<file path="src/include/subword_defs.svh">
// size and depth constants for the sub-word store subsystem, included by the package and RTL
`ifndef SUBWORD_DEFS_SVH
`define SUBWORD_DEFS_SVH

// byte address width, 1 KiB of data memory
`define SW_ADDR_W 10

// number of 32-bit words in word_mem
`define SW_WORDS 256

// entries per command or response queue
// also the credit count each side starts with
// keep this a power of two, the FIFO pointers wrap naturally
`define SW_Q_DEPTH 4

// number of requesters, each with its own sequencer
`define SW_PORTS 2

`endif
</file>
<file path="src/logic/subword_pkg.sv">
// command, response and memory request types shared by the sequencers, arbiter and memory
`default_nettype none

`include "subword_defs.svh"

package subword_pkg;

  // memory operations a requester can issue
  typedef enum logic [1:0] {
    op_lw = 2'd0,
    op_sw = 2'd1,
    op_sh = 2'd2,
    op_sb = 2'd3
  } mem_op_e;

  // one requester command; byte data in 7:0, halfword data in 15:0
  typedef struct packed {
    mem_op_e                op;
    logic [`SW_ADDR_W-1:0]  addr;
    logic [31:0]            data;
  } mem_cmd_t;

  // load response, always a whole word
  typedef struct packed {
    logic [`SW_ADDR_W-1:0]  addr;
    logic [31:0]            data;
  } mem_rsp_t;

  // word-wide access from a sequencer toward word_mem
  typedef struct packed {
    logic                   valid;
    logic                   we;
    logic                   lock;
    logic [`SW_ADDR_W-3:0]  waddr;
    logic [31:0]            wdata;
  } mem_req_t;

endpackage

`default_nettype wire

</file>
<file path="src/logic/mem_arbiter.sv">
// round-robin arbiter that gives word_mem to one sequencer and keeps it across a locked read
`timescale 1ns/1ps
`default_nettype none

module mem_arbiter (
  input  logic                  clk,
  input  logic                  reset,
  input  subword_pkg::mem_req_t req [2],
  output logic [1:0]            gnt,
  output subword_pkg::mem_req_t mem_req
);

  // port that made the last unlocked access
  logic last_served;
  // a read-modify-write is in progress for lock_owner
  logic lock_active;
  logic lock_owner;
  // port considered for the grant this cycle
  logic pick;

  always_comb begin
    gnt  = 2'b00;
    pick = ~last_served;
    if (lock_active) begin
      // only the owner may touch memory until its store goes through
      pick = lock_owner;
    end else if (req[0].valid && req[1].valid) begin
      pick = ~last_served;
    end else begin
      pick = req[1].valid;
    end
    gnt[pick] = req[pick].valid;
  end

  assign mem_req = (gnt != 2'b00) ? req[pick] : '0;

  always_ff @(posedge clk) begin
    if (reset) begin
      last_served <= 1'b1;
      lock_active <= 1'b0;
      lock_owner  <= 1'b0;
    end else if (gnt != 2'b00) begin
      if (req[pick].lock) begin
        lock_active <= 1'b1;
        lock_owner  <= pick;
      end else begin
        // priority only moves once an access completes unlocked
        lock_active <= 1'b0;
        last_served <= pick;
      end
    end
  end

endmodule

`default_nettype wire

</file>
<file path="config.mk">
export PLATFORM = sky130hd
export DESIGN_NAME = mem_arbiter
export DESIGN_NICKNAME = d
export VERILOG_FILES = /design/src/logic/subword_pkg.sv /design/src/logic/mem_arbiter.sv
export VERILOG_INCLUDE_DIRS = /design/src /design/src/include
export SDC_FILE = /design/constraint.sdc
export NUM_CORES = 1
export LEC_CHECK = 0
export BUFFER_PORTS_ARGS = -buffer_cell sky130_fd_sc_hd__clkbuf_2
export CORE_ASPECT_RATIO = 1.4
export CORE_MARGIN = 4
export CORE_UTILIZATION = 25
export DETAILED_ROUTE_END_ITERATION = 12
export PLACE_DENSITY = 0.8
export SETUP_SLACK_MARGIN = 0.15
export SLEW_MARGIN = 20
export SYNTH_ARGS = -nofsm -noshare
export SYNTH_HDL_FRONTEND = slang
export SYNTH_SLANG_ARGS = --single-unit
</file>
<file path="constraint.sdc">
create_clock -name clk -period 2.05 [get_ports clk]
set_clock_uncertainty 0.15 [all_clocks]
set_input_delay 0.205 -clock clk [delete_from_list [all_inputs] [get_ports clk]]
set_output_delay 0.205 -clock clk [all_outputs]
set_load 0.01 [all_outputs]
</file>
==> impl_metrics.env <==
export IMPL_status="completed"
export IMPL_drt_pass1_iterations=4
export IMPL_cts_root_buf="clkbuf_4"
export IMPL_whs_path_depth=2
export IMPL_critPathTopFamily="flip-flops"
export IMPL_rrSetupSlack_ns=0.53
export IMPL_period_share_pct=89.5
export IMPL_wirelength_mm=3.48
export IMPL_antenna_found_initial=0
export IMPL_maxCapViolCount=0
export IMPL_clock_path_buffers=2
export IMPL_hold_end="lock_active"
export IMPL_clkSlewWorstSetupHoldPaths_ns=0.04
export IMPL_avgSynthCellArea_um2=8.58
export IMPL_rr_startpoint="last_served"
export IMPL_critPathSlowestCell="dfxtp_4"
export IMPL_overflow=0
export IMPL_path_buf_inv=2
export IMPL_gp_congestion=0.809
export IMPL_cp_end_kind="output pin"
export IMPL_ys_ff_latch=3
export IMPL_drtIter0Drc=13
export IMPL_via_count=1153
export IMPL_ios=133
export IMPL_multiInputGateArea_um2=504
export IMPL_grt_pass1_wl_mm=4.69
export IMPL_p_leak_nw=0.904
export IMPL_regArea_um2=65.1
export IMPL_worst_pin_slew_ns=0.190
export IMPL_cp_depth=6
export IMPL_netlist_instances=76
export IMPL_post_drt_wl_per_cell_um=14.4
export IMPL_dp_slack_ns=0.312
export IMPL_netlist_top_cells_count="41 x a22o_1, 6 x buf_6, 4 x buf_2, 4 x inv_1, 3 x dfxtp_1"
export IMPL_async_reset_ff_share_pct=0
export IMPL_fill_cells=249
export IMPL_nets=297
export IMPL_dieArea_um2=3500
export IMPL_slowest_delay_ns=0.35
export IMPL_yosysTopAreaCell="a22o_1"
export IMPL_rows=21
export IMPL_grt_pass1_vias=1074
export IMPL_holdCritPathClass="input pin to flop"
export IMPL_die_w_um=51.2
export IMPL_ant_nets=0
export IMPL_r2r_end="lock_owner"
export IMPL_rsz0062_at_grt="yes"
export IMPL_syn_area_um2=652
export IMPL_critPathKind="flop to output pin"
export IMPL_cts_tree="yes"
export IMPL_grt_total_usage_pct=17.4
export IMPL_fmax_mhz=545
export IMPL_finalCriticalPeriod_ns=1.83
export IMPL_holdCritStartpoint="reset"
export IMPL_path_cells="nor2b_1 -> a22oi_2 -> and2_4 -> clkbuf_16 -> a22o_1 -> clkbuf_2"
export IMPL_synth_area_leaders="a22o_1 55%, buf_6 10%, dfxtp_1 9.2%"
export IMPL_crit_fanout=10
export IMPL_clk_latency_ns=0.24
export IMPL_grt_max_degree=25
export IMPL_insertedDiodeCount=0
export IMPL_finalHoldViolations=0
export IMPL_yosys_cell_types_count=20
export IMPL_htree_num_levels=1
export IMPL_cp_start_kind="flop"
export IMPL_powerDensity_nw_per_um2=436
export IMPL_cts_made_buffers=3
export IMPL_synth_edff_count=0
export IMPL_whs_ns=0.0142
export IMPL_cts_sinks=3
export IMPL_relSlewSlack_pct=87.0
export IMPL_route_detailed_drc=0
export IMPL_synth_most_common_cell="a22o_1"
export IMPL_synth_ff_type="dfxtp_1"
export IMPL_finalSetupTns_ns=0
export IMPL_port_buffers=132
export IMPL_setup_ws_ns=0.216
export IMPL_via_per_inst=4.76
export IMPL_drv_slew=0
export IMPL_synth_top_area_share_pct=55.1
export IMPL_yosys_warnings=0
export IMPL_syn_to_final_growth_pct=117
export IMPL_setup_viol=0
export IMPL_ir_drop_uv=330
export IMPL_cp_arrival_ns=1.48
export IMPL_layout_drive_gt1_share_pct=70.2
export IMPL_yosysSeqAreaShare_pct=9.21
export IMPL_worstPathRequired_ns=1.69
export IMPL_r2r_cells=5
export IMPL_synthesis_nets=164
export IMPL_hpwl_mm=2.88
export IMPL_core_area_um2=2440
export IMPL_die_h_um=68.4
export IMPL_start_util_pct=26.7
per-layer routing:
metal	GRT usage [%]	routed length (um)	vias to the layer above
met2	35.2	1960	58
met1	16.2	1130	511
li1	-	-	582
met3	5.01	367	2
met4	6.06	12	0
met5	0	0	-
cells in the final DEF (no fill, tap or decap), types with 2 or more instances in the layout:
cell      instances
clkbuf_2        132
a22o_1           41
inv_1             4
clkbuf_4          3
nor2_1            2
a21o_1            2
buf_6             2
kinds of logic after synthesis:
kind of cell,count (synthesis),synth area share (%)
AO/OA/AOI/OAI,49,65.6
multiplexers,2,3.07
flip-flops,3,9.21
AND/OR/NAND/NOR,8,6.34
buffers and inverters,14,15.7
how the worst max path moves through the flow:
stage | start | to | slack [ns]
detailed placement | lock_active | mem_req[9] | 0.31
global placement | lock_active | mem_req[9] | 0.35
global route | lock_active | mem_req[30] | 0.11
finish | lock_active | mem_req[27] | 0.22
CTS | last_served | mem_req[40] | 0.14
floorplan | lock_active | mem_req[32] | 0.50
timing repair:
action	CTS	global route
pin swaps	2	2
gates cloned	1	1
hold buffers	0	0
setup endpoints to repair	41	42
buffers inserted	1	0
gates resized for setup	4	5
power breakdown:
part	switching (mW)	internal, mW
logic	0.205	0.238
registers	0.00585	0.0647
clock network	0.0313	0.0730
total	0.242	0.376
registers in the layout, indices dropped and copies added (netlist names):
| name | cells |
|---|---|
| last_served | 1 |
| lock_owner | 1 |
| lock_active | 1 |
layout make-up:
type                    instances  area share [%]
clock buffers                   4            1.86
inverters                       4            1.06
multi-input cells              59            35.6
flip-flops and latches          3            4.59
well taps                      34            3.00
repair buffers                138            53.9
stage by stage:
| stage | area (um2) | cells | util [%] | power (mW) |
|---|---|---|---|---|
| 6_report | 1420 | 242 | 58.0 | 0.618 |
| 5_1_grt | 1420 | 242 | 58.0 | 0.668 |
| 4_1_cts | 1370 | 241 | 56.1 | 0.608 |
| 3_5_place_dp | 1300 | 235 | 53.3 | 0.480 |
| 3_3_place_gp | 1300 | 235 | 53.3 | 0.477 |
| 2_1_floorplan | 652 | 76 | - | 0.300 |
(Power assumes the default switching activity.)
