--- src/include/subword_defs.svh ---
// size and depth constants for the sub-word store subsystem, included by the package and RTL
`ifndef SUBWORD_DEFS_SVH
`define SUBWORD_DEFS_SVH

// byte address width, 1 KiB of data memory
`define SW_ADDR_W 10

// number of 32-bit words in word_mem
`define SW_WORDS 256

// entries per command or response queue
// also the credit count each side starts with
// keep this a power of two, the FIFO pointers wrap naturally
`define SW_Q_DEPTH 4

// number of requesters, each with its own sequencer
`define SW_PORTS 2

`endif
--- src/logic/subword_pkg.sv ---
// command, response and memory request types shared by the sequencers, arbiter and memory
`default_nettype none

`include "subword_defs.svh"

package subword_pkg;

  // memory operations a requester can issue
  typedef enum logic [1:0] {
    op_lw = 2'd0,
    op_sw = 2'd1,
    op_sh = 2'd2,
    op_sb = 2'd3
  } mem_op_e;

  // one requester command; byte data in 7:0, halfword data in 15:0
  typedef struct packed {
    mem_op_e                op;
    logic [`SW_ADDR_W-1:0]  addr;
    logic [31:0]            data;
  } mem_cmd_t;

  // load response, always a whole word
  typedef struct packed {
    logic [`SW_ADDR_W-1:0]  addr;
    logic [31:0]            data;
  } mem_rsp_t;

  // word-wide access from a sequencer toward word_mem
  typedef struct packed {
    logic                   valid;
    logic                   we;
    logic                   lock;
    logic [`SW_ADDR_W-3:0]  waddr;
    logic [31:0]            wdata;
  } mem_req_t;

endpackage

`default_nettype wire

--- src/logic/subword_sequencer.sv ---
// per-port engine that runs queued commands in order and turns sb/sh into read, merge and write
`timescale 1ns/1ps
`default_nettype none

`include "subword_defs.svh"

module subword_sequencer (
  input  logic                  clk,
  input  logic                  reset,
  input  logic                  cmd_valid,
  input  subword_pkg::mem_cmd_t cmd,
  output logic                  cmd_credit,
  output logic                  rsp_valid,
  output subword_pkg::mem_rsp_t rsp,
  input  logic                  rsp_credit,
  output subword_pkg::mem_req_t req,
  input  logic                  gnt,
  input  logic [31:0]           rdata
);

  import subword_pkg::*;

  typedef enum logic [2:0] {
    st_idle,
    st_read,
    st_wait,
    st_merge,
    st_write
  } seq_state_e;

  seq_state_e  state_q;
  seq_state_e  state_d;
  mem_cmd_t    cmd_head;
  mem_rsp_t    rsp_entry;
  logic        cmd_empty;
  logic [2:0]  cmd_count;
  logic        cmd_pop;
  logic        cmd_more;
  logic        rsp_empty;
  logic [2:0]  rsp_count;
  logic        rsp_push;
  logic [2:0]  rsp_credits;
  logic        lw_slot_free;
  logic [31:0] word_q;

  // place the byte or halfword into its lane and keep the other lanes of the word just read
  function automatic logic [31:0] merge_lanes(input logic [31:0] old_word, input mem_cmd_t c);
    logic [31:0] merged;
    merged = old_word;
    if (c.op == op_sb) begin
      merged[{c.addr[1:0], 3'b000} +: 8] = c.data[7:0];
    end else begin
      // halfword store ignores address bit 0
      merged[{c.addr[1], 4'b0000} +: 16] = c.data[15:0];
    end
    return merged;
  endfunction

  credit_fifo #(.payload_t(mem_cmd_t)) u_cmd_q (
    .clk       (clk),
    .reset     (reset),
    .push      (cmd_valid),
    .push_data (cmd),
    .pop       (cmd_pop),
    .pop_data  (cmd_head),
    .empty     (cmd_empty),
    .count     (cmd_count)
  );

  credit_fifo #(.payload_t(mem_rsp_t)) u_rsp_q (
    .clk       (clk),
    .reset     (reset),
    .push      (rsp_push),
    .push_data (rsp_entry),
    .pop       (rsp_valid),
    .pop_data  (rsp),
    .empty     (rsp_empty),
    .count     (rsp_count)
  );

  assign cmd_credit = cmd_pop;
  assign cmd_more   = (cmd_count > 3'd1) || cmd_valid;
  assign rsp_entry  = '{addr: cmd_head.addr, data: rdata};
  assign rsp_valid  = !rsp_empty && (rsp_credits != 3'd0);

  // a load starts only while the response queue has room for its result
  assign lw_slot_free = rsp_count < 3'(`SW_Q_DEPTH);

  always_comb begin
    state_d   = state_q;
    cmd_pop   = 1'b0;
    rsp_push  = 1'b0;
    req       = '0;
    req.waddr = cmd_head.addr[`SW_ADDR_W-1:2];
    unique case (state_q)
      st_idle: begin
        if (cmd_valid || !cmd_empty) state_d = st_read;
      end
      st_read: begin
        // first access of the head command
        unique case (cmd_head.op)
          op_sw: begin
            req.valid = 1'b1;
            req.we    = 1'b1;
            req.wdata = cmd_head.data;
            cmd_pop   = gnt;
          end
          op_lw: begin
            req.valid = lw_slot_free;
            if (gnt) state_d = st_wait;
          end
          default: begin
            req.valid = 1'b1;
            req.lock  = 1'b1;
            if (gnt) state_d = st_wait;
          end
        endcase
      end
      st_wait: begin
        if (cmd_head.op == op_lw) begin
          rsp_push = 1'b1;
          cmd_pop  = 1'b1;
        end else begin
          state_d = st_merge;
        end
      end
      st_merge: state_d = st_write;
      st_write: begin
        req.valid = 1'b1;
        req.we    = 1'b1;
        req.wdata = word_q;
        cmd_pop   = gnt;
      end
      default: state_d = st_idle;
    endcase
    if (cmd_pop) state_d = cmd_more ? st_read : st_idle;
  end

  always_ff @(posedge clk) begin
    if (reset) begin
      state_q     <= st_idle;
      rsp_credits <= 3'(`SW_Q_DEPTH);
    end else begin
      state_q     <= state_d;
      rsp_credits <= rsp_credits + 3'(rsp_credit) - 3'(rsp_valid);
    end
  end

  // holds the word read for a merge and then the merged result
  always_ff @(posedge clk) begin
    if (state_q == st_wait) word_q <= rdata;
    else if (state_q == st_merge) word_q <= merge_lanes(word_q, cmd_head);
  end

endmodule

`default_nettype wire

--- src/logic/credit_fifo.sv ---
// small synchronous FIFO with a typed payload, holds commands or responses behind a credit port
`timescale 1ns/1ps
`default_nettype none

`include "subword_defs.svh"

module credit_fifo #(
  parameter type payload_t = subword_pkg::mem_cmd_t
) (
  input  logic     clk,
  input  logic     reset,
  input  logic     push,
  input  payload_t push_data,
  input  logic     pop,
  output payload_t pop_data,
  output logic     empty,
  output logic [2:0] count
);

  localparam int ptr_w = $clog2(`SW_Q_DEPTH);

  payload_t         slots [`SW_Q_DEPTH];
  logic [ptr_w-1:0] head;
  logic [ptr_w-1:0] tail;
  logic             full;
  logic             do_push;
  logic             do_pop;

  assign empty   = (count == 3'd0);
  assign full    = (count == 3'(`SW_Q_DEPTH));
  // push on a full queue and pop on an empty one are dropped
  assign do_push = push && !full;
  assign do_pop  = pop && !empty;

  // head entry is visible without a pop
  assign pop_data = slots[head];

  always_ff @(posedge clk) begin
    if (reset) begin
      head  <= '0;
      tail  <= '0;
      count <= 3'd0;
    end else begin
      if (do_push) tail <= tail + 1'b1;
      if (do_pop) head <= head + 1'b1;
      count <= count + 3'(do_push) - 3'(do_pop);
    end
  end

  always_ff @(posedge clk) begin
    if (do_push) slots[tail] <= push_data;
  end

endmodule

`default_nettype wire

--- config.mk ---
export PLATFORM = sky130hd
export DESIGN_NAME = subword_sequencer
export DESIGN_NICKNAME = d
export VERILOG_FILES = /design/src/logic/subword_pkg.sv /design/src/logic/subword_sequencer.sv /design/src/logic/credit_fifo.sv
export VERILOG_INCLUDE_DIRS = /design/src /design/src/include
export SDC_FILE = /design/constraint.sdc
export NUM_CORES = 1
export LEC_CHECK = 0
export ABC_CLOCK_PERIOD_IN_PS = 7500
export BUFFER_PORTS_ARGS = -buffer_cell sky130_fd_sc_hd__buf_2
export CAP_MARGIN = 25
export CORE_ASPECT_RATIO = 0.7
export CORE_MARGIN = 3
export CORE_UTILIZATION = 45
export DETAILED_ROUTE_END_ITERATION = 8
export HOLD_SLACK_MARGIN = 0.08
export PLACE_DENSITY = 0.71
export SETUP_SLACK_MARGIN = 0.05
export SLEW_MARGIN = 5
export SYNTH_ARGS = -nofsm -noshare
export SYNTH_HDL_FRONTEND = slang
export SYNTH_SLANG_ARGS = --single-unit
--- constraint.sdc ---
create_clock -name clk -period 7.5 [get_ports clk]
set_input_delay 1.875 -clock clk [delete_from_list [all_inputs] [get_ports clk]]
set_output_delay 1.875 -clock clk [all_outputs]
set_load 0.05 [all_outputs]
==> out/qor.yml, run 1 <==
setup_viol: 0
clock_path_buffers: 3
fin_ws_ps: 2500
cts.sinks: 400
cts_resized: 0
max_cap_viol_count: 0
gr-total-overflow: 0
grt.total_usage_pct: 19.3
synth_common_cells: "edfxtp_1 (376), mux4_2 (85), a22o_1 (55), clkbuf_1 (24), dfxtp_1 (24)"
crit_path_end_kind: "primary output"
synthFlopType: "edfxtp_1"
path_max_fanout: 5
holdPathStages: 2
synthesis.nets: 882
multiInputGateArea_sq_um: 3840
period_share_pct: 66.7
critPathLaunchType: "primary input"
worstHoldStart: "u_rsp_q.head[1]"
synth.avg_cell_area_sq_um: 20.4
finalSetupTns_ps: 0
seqCellArea_sq_um: 11800
dp_cells: 1375
die_w_um: 231
grt_pass1_wl_um: 53000
ys_seq_area_share_pct: 74.0
antenna_left: 0
post_cts_buffers: 0
synth_area_sq_um: 15900
clk_pin_slew_ps: 60
cp.required_ps: 5620
wl_per_cell_um: 24.9
synth.distinct_cells: 53
arrival_ps: 3130
dieArea_sq_um: 37700
core_sq_um: 34100
antenna_found_initial: 7
insertion_delay_ps: 530
dp_hpwl_um: 23400
slew_headroom_pct: 38.6
yosys-top-cells-area: "edfxtp_1 (71%), mux4_2 (12%), a22o_1 (3.0%), dfxtp_1 (3.0%), ha_1 (1.5%)"
fin_hold_ws_ps: 525
dp_slack_ps: 2530
holdCritPathClass: "flip-flop to flip-flop"
drc: 0
grt_pass1_vias: 8118
reg2reg_to: "u_rsp_q.slots[2][7]"
tightestPinTransition_ps: 921
cts_hold_buf: 0
p_leak_nw: 6.38
ys_warn_count: 0
viasPerCell: 5.64
wl_um: 36000
cts_tree: "built"
numPortBuffers: 167
synthMostInstantiatedCell: "edfxtp_1"
first_iter_violations: 825
synth-edff-count: 376
nFillCells: 2686
netlist.area_leader.share_pct: 71.0
syn_inst: 779
gp_congestion: 0.784
r2r_slack_ps: 4020
fin_skew_ps: 14.7
reg2reg_depth: 5
final_cells: 1447
die_y_um: 163
firstDrtPassIters: 7
drive_above_1_share_pct: 35.7
synthArstFlopShare_pct: 0
layout.nets: 1056
path_class: "primary input to primary output"
finalHoldViolations: 0
layout_min_cycle_time_ps: 5000
grt_max_degree: 50
htreeDepth: 2
powerDensity_nw_per_um2: 342
ctsRootBufferMaster: "clkbuf_16"
status: "completed"
num_rows: 56
synth_top_area_cell: "edfxtp_1"
slew_violations: 0
cts_buffers: 39
io_pins: 168
rsz0062_at_grt: "no"
vias: 8157
ys_ff_latch: 400
ir_drop_v: 0.000172
syn_to_final_growth_pct: 16.3
initial_core_util_pct: 46.6
fmax_ghz: 0.200
logic make-up (layout without fill, tap and decap cells):
group           Yosys count  after routing  synth area share [%]
mux                      95             95                  12.8
compound gates           97             97                  5.41
simple gates             88             88                  3.46
buf+inv                  68            271                  1.94
fa+ha+maj                22             22                  1.87
xor+xnor                  9              9                 0.496
flops                   400            400                  74.0
other cells               0              1                     0
registers in the layout, summed over array words and instances (netlist names), named ones only:
| register | cells |
|---|---|
| state_q | 3 |
| u_rsp_q.slots | 168 |
| u_rsp_q.count | 3 |
| u_cmd_q.slots | 176 |
| rsp_credits | 3 |
| u_cmd_q.tail | 2 |
| u_cmd_q.head | 2 |
| u_rsp_q.head | 2 |
| word_q | 32 |
| u_cmd_q.count | 3 |
| u_rsp_q.tail | 2 |
worst max-delay path by stage:
stage	to	slack, ps	cells after the start	startpoint
final	cmd_credit	2500	5	gnt
after global placement	cmd_credit	2570	5	gnt
after CTS	cmd_credit	2210	4	flip-flop
after detailed placement	cmd_credit	2530	5	gnt
after global routing	cmd_credit	2370	5	flip-flop
after floorplan	cmd_credit	2120	3	gnt
critical path, stage by stage:
cell and delay (ps):
buf_2 120, and3b_1 170, mux2i_1 130, o31ai_1 470, buf_2 360
metrics by stage:
step           total power (W)  cell area (sq um)  utilization (%)
2_1_floorplan          0.00405              15900                -
3_3_place_gp           0.00443              17200             50.4
3_5_place_dp           0.00446              17200             50.4
4_1_cts                0.00638              18500             54.1
5_1_grt                0.00660              18500             54.2
6_report               0.00632              18500             54.2
placed cells by master (no fill, tap or decap), types with 3 or more instances in the layout:
master | netlist | routed
dfxtp_1 | 24 | 20
clkinv_2 | 0 | 10
buf_2 | 6 | 167
inv_1 | 21 | 21
a21oi_1 | 3 | 3
nor2b_1 | 11 | 11
a22o_1 | 55 | 55
nor3_1 | 8 | 8
fa_1 | 3 | 3
clkinv_1 | 0 | 8
ha_1 | 19 | 19
and2_2 | 0 | 8
nor2_1 | 17 | 17
xnor2_1 | 8 | 8
nor3b_1 | 16 | 14
mux2i_1 | 5 | 5
and3b_1 | 3 | 3
a221o_1 | 9 | 9
mux4_2 | 85 | 85
clkbuf_1 | 24 | 4
edfxtp_1 | 376 | 376
a21o_1 | 10 | 10
o21ai_0 | 3 | 3
mux2_2 | 3 | 3
nand2_1 | 7 | 7
clkbuf_16 | 0 | 41
buf_4 | 8 | 12
o211a_1 | 4 | 4
bufinv_16 | 0 | 3
routing by layer:
metal	global-route usage (%)	share of wire (%)	wire (um)
met1	29.6	46	16500
met2	28.1	45	16100
met3	4.08	7.3	2640
met4	5.04	2.1	744
met5	0	0.20	71
report_power, final:
part | switching [W] | internal [W]
clock network | 0.000812 | 0.00111
registers | 0.000134 | 0.00264
logic | 0.00107 | 0.000551
total | 0.00202 | 0.00431
layout make-up:
class | instances | share of cell area, %
tap | 464 | 3.14
clock buffer | 46 | 5.70
multi-input combinational | 311 | 20.8
inverter | 21 | 0.426
clock inverter | 24 | 1.07
sequential | 400 | 63.7
antenna | 1 | 0.0135
timing repair buffer | 180 | 5.16
(Power assumes the default switching activity.)
==> run 2, diff against run 1 <==
--- a/config.mk
+++ b/config.mk
@@ -6,7 +6,7 @@
 export SDC_FILE = /design/constraint.sdc
 export NUM_CORES = 1
 export LEC_CHECK = 0
-export ABC_CLOCK_PERIOD_IN_PS = 7500
+export ABC_CLOCK_PERIOD_IN_PS = 4900
 export BUFFER_PORTS_ARGS = -buffer_cell sky130_fd_sc_hd__buf_2
 export CAP_MARGIN = 25
 export CORE_ASPECT_RATIO = 0.7
==> constraint.sdc (replaced) <==
create_clock -name clk -period 4.9 [get_ports clk]
set_input_delay 1.225 -clock clk [delete_from_list [all_inputs] [get_ports clk]]
set_output_delay 1.225 -clock clk [all_outputs]
set_load 0.05 [all_outputs]
==> out/qor.yml, run 2 (synthesis gave the netlist of run 1 again) <==
wl_um: 35800
ctsRootBufferMaster: "clkbuf_16"
gp_congestion: 0.797
viasPerCell: 5.64
largest_register_ffs: 176
grt_max_degree: 45
antenna_found_initial: 13
firstDrtPassIters: 4
grt_pass1_wl_um: 52800
largest_register: "u_cmd_q.slots"
path_class: "flip-flop to primary output"
io_pins: 168
period_share_pct: 86.6
dieArea_sq_um: 37700
post_cts_buffers: 0
ir_drop_v: 0.000244
clock_path_buffers: 3
die_w_um: 231
slew_headroom_pct: 35.9
wl_per_cell_um: 24.7
syn_to_final_growth_pct: 16.0
holdCritPathClass: "flip-flop to flip-flop"
die_y_um: 163
fmax_ghz: 0.236
path_max_fanout: 33
p_leak_nw: 6.35
insertion_delay_ps: 530
reg2reg_depth: 4
initial_core_util_pct: 46.6
reg2reg_to: "u_rsp_q.slots[0][13]"
final_cell_mix: "edfxtp_1 (376), buf_2 (167), mux4_2 (85), a22o_1 (55), clkbuf_16 (39)"
arrival_ps: 3020
startpoint: "state_q[0]"
htreeDepth: 2
final_cells: 1448
slew_violations: 0
antenna_left: 0
layout.nets: 1055
drc: 0
finalHoldViolations: 0
num_rows: 56
gr-total-overflow: 0
cts.sinks: 400
core_sq_um: 34100
crit_path_end_kind: "primary output"
clk_pin_slew_ps: 60
vias: 8163
crit_end: "req[14]"
layout_min_cycle_time_ps: 4240
first_iter_violations: 739
powerDensity_nw_per_um2: 521
fin_skew_ps: 19.6
cts_resized: 0
numPortBuffers: 167
tightestPinTransition_ps: 961
grt.total_usage_pct: 19.1
finalSetupTns_ps: 0
top_regs: "u_cmd_q.slots: 176 flops, u_rsp_q.slots: 168 flops, word_q: 32 flops"
cts_hold_buf: 0
critPathLaunchType: "flip-flop"
rsz0062_at_grt: "no"
drive_above_1_share_pct: 35.4
cts_tree: "built"
grt_pass1_vias: 8226
dp_cells: 1376
r2r_slack_ps: 1430
setup_viol: 0
max_cap_viol_count: 0
status: "completed"
cts_buffers: 38
dp_hpwl_um: 23600
cp.required_ps: 3670
final_common_cell: "edfxtp_1"
[run 2: worst min path at each step]
stage,from,to,slack (ps),cells past startpoint
floorplan,u_rsp_q.head[1],flip-flop,490,2
global placement,u_rsp_q.head[1],flip-flop,500,2
detailed placement,u_rsp_q.head[1],flip-flop,510,2
CTS,u_rsp_q.head[1],flip-flop,520,2
global route,u_rsp_q.head[1],flip-flop,540,2
finish,u_rsp_q.head[1],flip-flop,520,2
[run 2: routing by layer]
layer | global-route usage [%] | wire length, um
met5 | 0 | 120
met4 | 4.45 | 615
met3 | 5.33 | 3140
met2 | 28.0 | 15900
met1 | 28.7 | 16000
[run 2: where the power goes]
part | internal (W) | leakage, nW | switching [W]
Combinational | 0.000837 | 2.13 | 0.00157
Clock | 0.00169 | 0.603 | 0.00121
Sequential | 0.00404 | 3.62 | 0.000255
Total | 0.00657 | 6.35 | 0.00303
[run 2: area by class of cell]
type	instances	area [sq um]
Fill cell	2683	15700
Sequential cell	400	11800
Multi-Input combinational cell	311	3840
Clock buffer	48	1020
Timing Repair Buffer	180	933
Tap cell	464	581
Clock inverter	20	196
Inverter	21	78.8
Antenna cell	4	10.0
[run 2: stage by stage]
step	hold slack (ps)	util (%)	power, W	worst slack [ps]	cell area, sq um
floorplan	490	-	0.00620	819	15900
global placement	503	50.4	0.00679	1240	17200
detailed placement	514	50.4	0.00682	1200	17200
CTS	522	54.0	0.00970	616	18400
global route	537	54.0	0.0100	477	18400
finish	522	54.0	0.00960	659	18400
[run 2: critical path, stage by stage, from the launching register on]
cell	delay, ps
dfxtp_1	590
nor3b_1	380
o211a_1	240
or2_2	650
a22o_1	310
buf_2	290
==> run 3, diff against run 2 <==
--- a/config.mk
+++ b/config.mk
@@ -14,9 +14,10 @@
 export CORE_UTILIZATION = 45
 export DETAILED_ROUTE_END_ITERATION = 8
 export HOLD_SLACK_MARGIN = 0.08
-export PLACE_DENSITY = 0.71
+export PLACE_DENSITY = 0.72
 export SETUP_SLACK_MARGIN = 0.05
 export SLEW_MARGIN = 5
 export SYNTH_ARGS = -nofsm -noshare
 export SYNTH_HDL_FRONTEND = slang
+export SYNTH_HIERARCHICAL = 1
 export SYNTH_SLANG_ARGS = --single-unit
==> out/qor.yml, run 3 <==
status: "completed"
p_total_w: 0.00813
grt_pass1_wl_um: 52900
post_dp_cell_area_sq_um: 17100
synthAdderAreaFrac_pct: 1.80
post_cts_buffers: 0
synth-edff-count: 376
first_iter_violations: 973
cp.required_ps: 3670
synth.distinct_cells: 46
die_w_um: 230
cpMaxStageDelayCell: "nor4b_4"
gr-total-overflow: 0
ys_seq_area_share_pct: 74.4
crit_buf_inv: 2
rsz0062_at_grt: "no"
p_sw_share_pct: 25.1
antenna_left: 0
cts.sinks: 400
num_rows: 56
layout.nets: 1050
cts_tree: "built"
netlist.area_leader.share_pct: 71.4
htreeDepth: 2
cp.depth: 5
p_int_w: 0.00609
nFillCells: 2699
die_y_um: 163
p_seq_share_pct: 50.3
p_leak_nw: 6.29
synth_top_family_by_area: "multiplexers"
path_class: "flip-flop to primary output"
holdCritPathClass: "flip-flop to flip-flop"
reg2reg_depth: 12
dieArea_sq_um: 37500
setup_viol: 0
wl_um: 35500
slowest_delay_ps: 890
period_share_pct: 89.5
firstDrtPassIters: 5
crit_path_end_kind: "primary output"
reg2reg_to: "u_rsp_q/count[2]"
viasPerCell: 5.61
synthesis.nets: 863
ys_ff_latch: 400
yosys-top-cells-area: "edfxtp_1 (71%), mux4_2 (11%), dfxtp_1 (3.0%), a22o_1 (2.7%), ha_1 (1.4%)"
final_common_cell: "edfxtp_1"
core_sq_um: 34100
drive_above_1_share_pct: 35.7
cts_buffers: 38
ctsRootBufferMaster: "clkbuf_16"
critPathTopFamily: "simple AND/OR/NAND/NOR gates"
vias: 8095
fmax_ghz: 0.228
insertion_delay_ps: 540
grt_max_degree: 45
fin_skew_ps: 25.5
antenna_found_initial: 12
arrival_ps: 3160
finalSetupTns_ps: 0
dp_hpwl_um: 24100
final_cell_mix: "edfxtp_1 (376), buf_2 (167), mux4_2 (80), a22o_1 (48), clkbuf_16 (40)"
synth_common_cells: "edfxtp_1 (376), mux4_2 (80), a22o_1 (48), and2_1 (26), dfxtp_1 (24)"
drc: 0
tightestPinTransition_ps: 1030
critPathLaunchType: "flip-flop"
slew_headroom_pct: 30.9
gp_congestion: 0.814
synthXorXnorAreaFrac_pct: 0.443
synth_top_area_cell: "edfxtp_1"
finalHoldViolations: 0
layout_min_cycle_time_ps: 4390
r2r_slack_ps: 1490
wl_per_cell_um: 24.6
synthFlopType: "edfxtp_1"
max_cap_viol_count: 0
ir_drop_v: 0.000218
largest_register_ffs: 176
fin_area_sq_um: 18400
synth_compound_area_share_pct: 4.78
numPortBuffers: 167
share_comb_of_total_power_pct: 13.1
clockPowerShare_pct: 36.5
p_sw_w: 0.00204
largest_register: "u_cmd_q/slots"
syn_inst: 761
initial_core_util_pct: 46.4
crit_chain: "mux4_1 -> nor4b_4 -> buf_12 -> a22o_1 -> buf_2"
worstHoldStart: "u_cmd_q/head[1]"
grt.total_usage_pct: 19.1
clock_path_buffers: 3
path_max_fanout: 24
io_pins: 168
crit_end: "req[2]"
cts_hold_buf: 0
synth.avg_cell_area_sq_um: 20.8
synth_area_sq_um: 15800
ys_warn_count: 6
slew_violations: 0
powerDensity_nw_per_um2: 442
syn_to_final_growth_pct: 16.4
clk_pin_slew_ps: 60
synthMostInstantiatedCell: "edfxtp_1"
grt_pass1_vias: 8116
synthSimpleGateAreaFrac_pct: 3.47
synthArstFlopShare_pct: 0
cts_resized: 0
muxShareOfSynthArea_pct: 12.7
top_regs: "u_cmd_q/slots: 176 flops, u_rsp_q/slots: 168 flops, word_q: 32 flops"
-- run 3: cell count changes in the layout (fill, tap and decap cells not counted), sizes merged, moves of 7 or more --
cell | previous run | this run
a22o | 55 | 48
nand2b | 2 | 9
a221o | 9 | 16
and2 | 10 | 26
a21o | 10 | 0
nor3b | 16 | 2
-- run 3: cell families (layout without fill, tap and decap cells) --
family / after synthesis / count (layout)
buffers and inverters: 58 / 275
AND/OR/NAND/NOR: 96 / 96
AO/OA/AOI/OAI: 88 / 88
flip-flops: 400 / 400
adder cells (fa/ha/maj): 21 / 21
XOR/XNOR: 8 / 8
other: 0 / 2
multiplexers: 90 / 90
-- run 3: through the flow --
step                cells  utilization [%]  worst slack [ps]  hold WS (ps)
CTS                  1441             54.0               461           488
global placement     1371             50.2              1050           468
global route         1443             54.0               355           527
finish               1444             54.0               513           487
detailed placement   1371             50.2              1040           478
floorplan             761                -              1290           459
-- run 3: worst min-delay path by stage --
stage          slack (ps)        endpoint  depth (start not counted)
2_1_floorplan         460       flip-flop                          2
3_3_place_gp          470       flip-flop                          2
3_5_place_dp          480       flip-flop                          2
4_1_cts               490       flip-flop                          2
5_1_grt               530  rsp_credits[2]                          2
6_report              490       flip-flop                          2
-- run 3: layout make-up --
type                    count  area (sq um)  share of cell area, %
clock inverters            25           249                   1.35
repair buffers            185           996                   5.41
multi-input cells         303          3690                   20.0
flip-flops and latches    400         11800                   64.0
well taps                 464           581                   3.15
clock buffers              45          1030                   5.60
inverters                  20          75.1                  0.408
diodes                      2          5.00                 0.0272
-- run 3: worst register-to-register path, cell delays in order, from the launching register on --
cell      delay [ps]
dfxtp_4          360
mux4_1           730
nor2_1           310
and2_1           190
a21boi_2         330
inv_1             90
ha_1             280
inv_1             40
ha_1             200
fa_1             400
xnor2_1          180
xnor2_1          130
nor2_1            50
-- run 3: routing by layer --
| metal | GRT usage, % | wire length [um] | vias up |
|---|---|---|---|
| met5 | 0 | 87 | - |
| met4 | 4.98 | 805 | 16 |
| met3 | 5.52 | 3270 | 78 |
| met2 | 28.4 | 16000 | 351 |
| met1 | 28.0 | 15300 | 4127 |
| li1 | - | - | 3523 |
-- run 3: power groups by stage --
stage / Combinational, W / Sequential (W) / Clock [W]
2_1_floorplan: 0.000757 / 0.00412 / 0
3_3_place_gp: 0.00106 / 0.00416 / 0
3_5_place_dp: 0.00107 / 0.00416 / 0
4_1_cts: 0.00107 / 0.00409 / 0.00304
5_1_grt: 0.00115 / 0.00411 / 0.00319
6_report: 0.00107 / 0.00409 / 0.00297
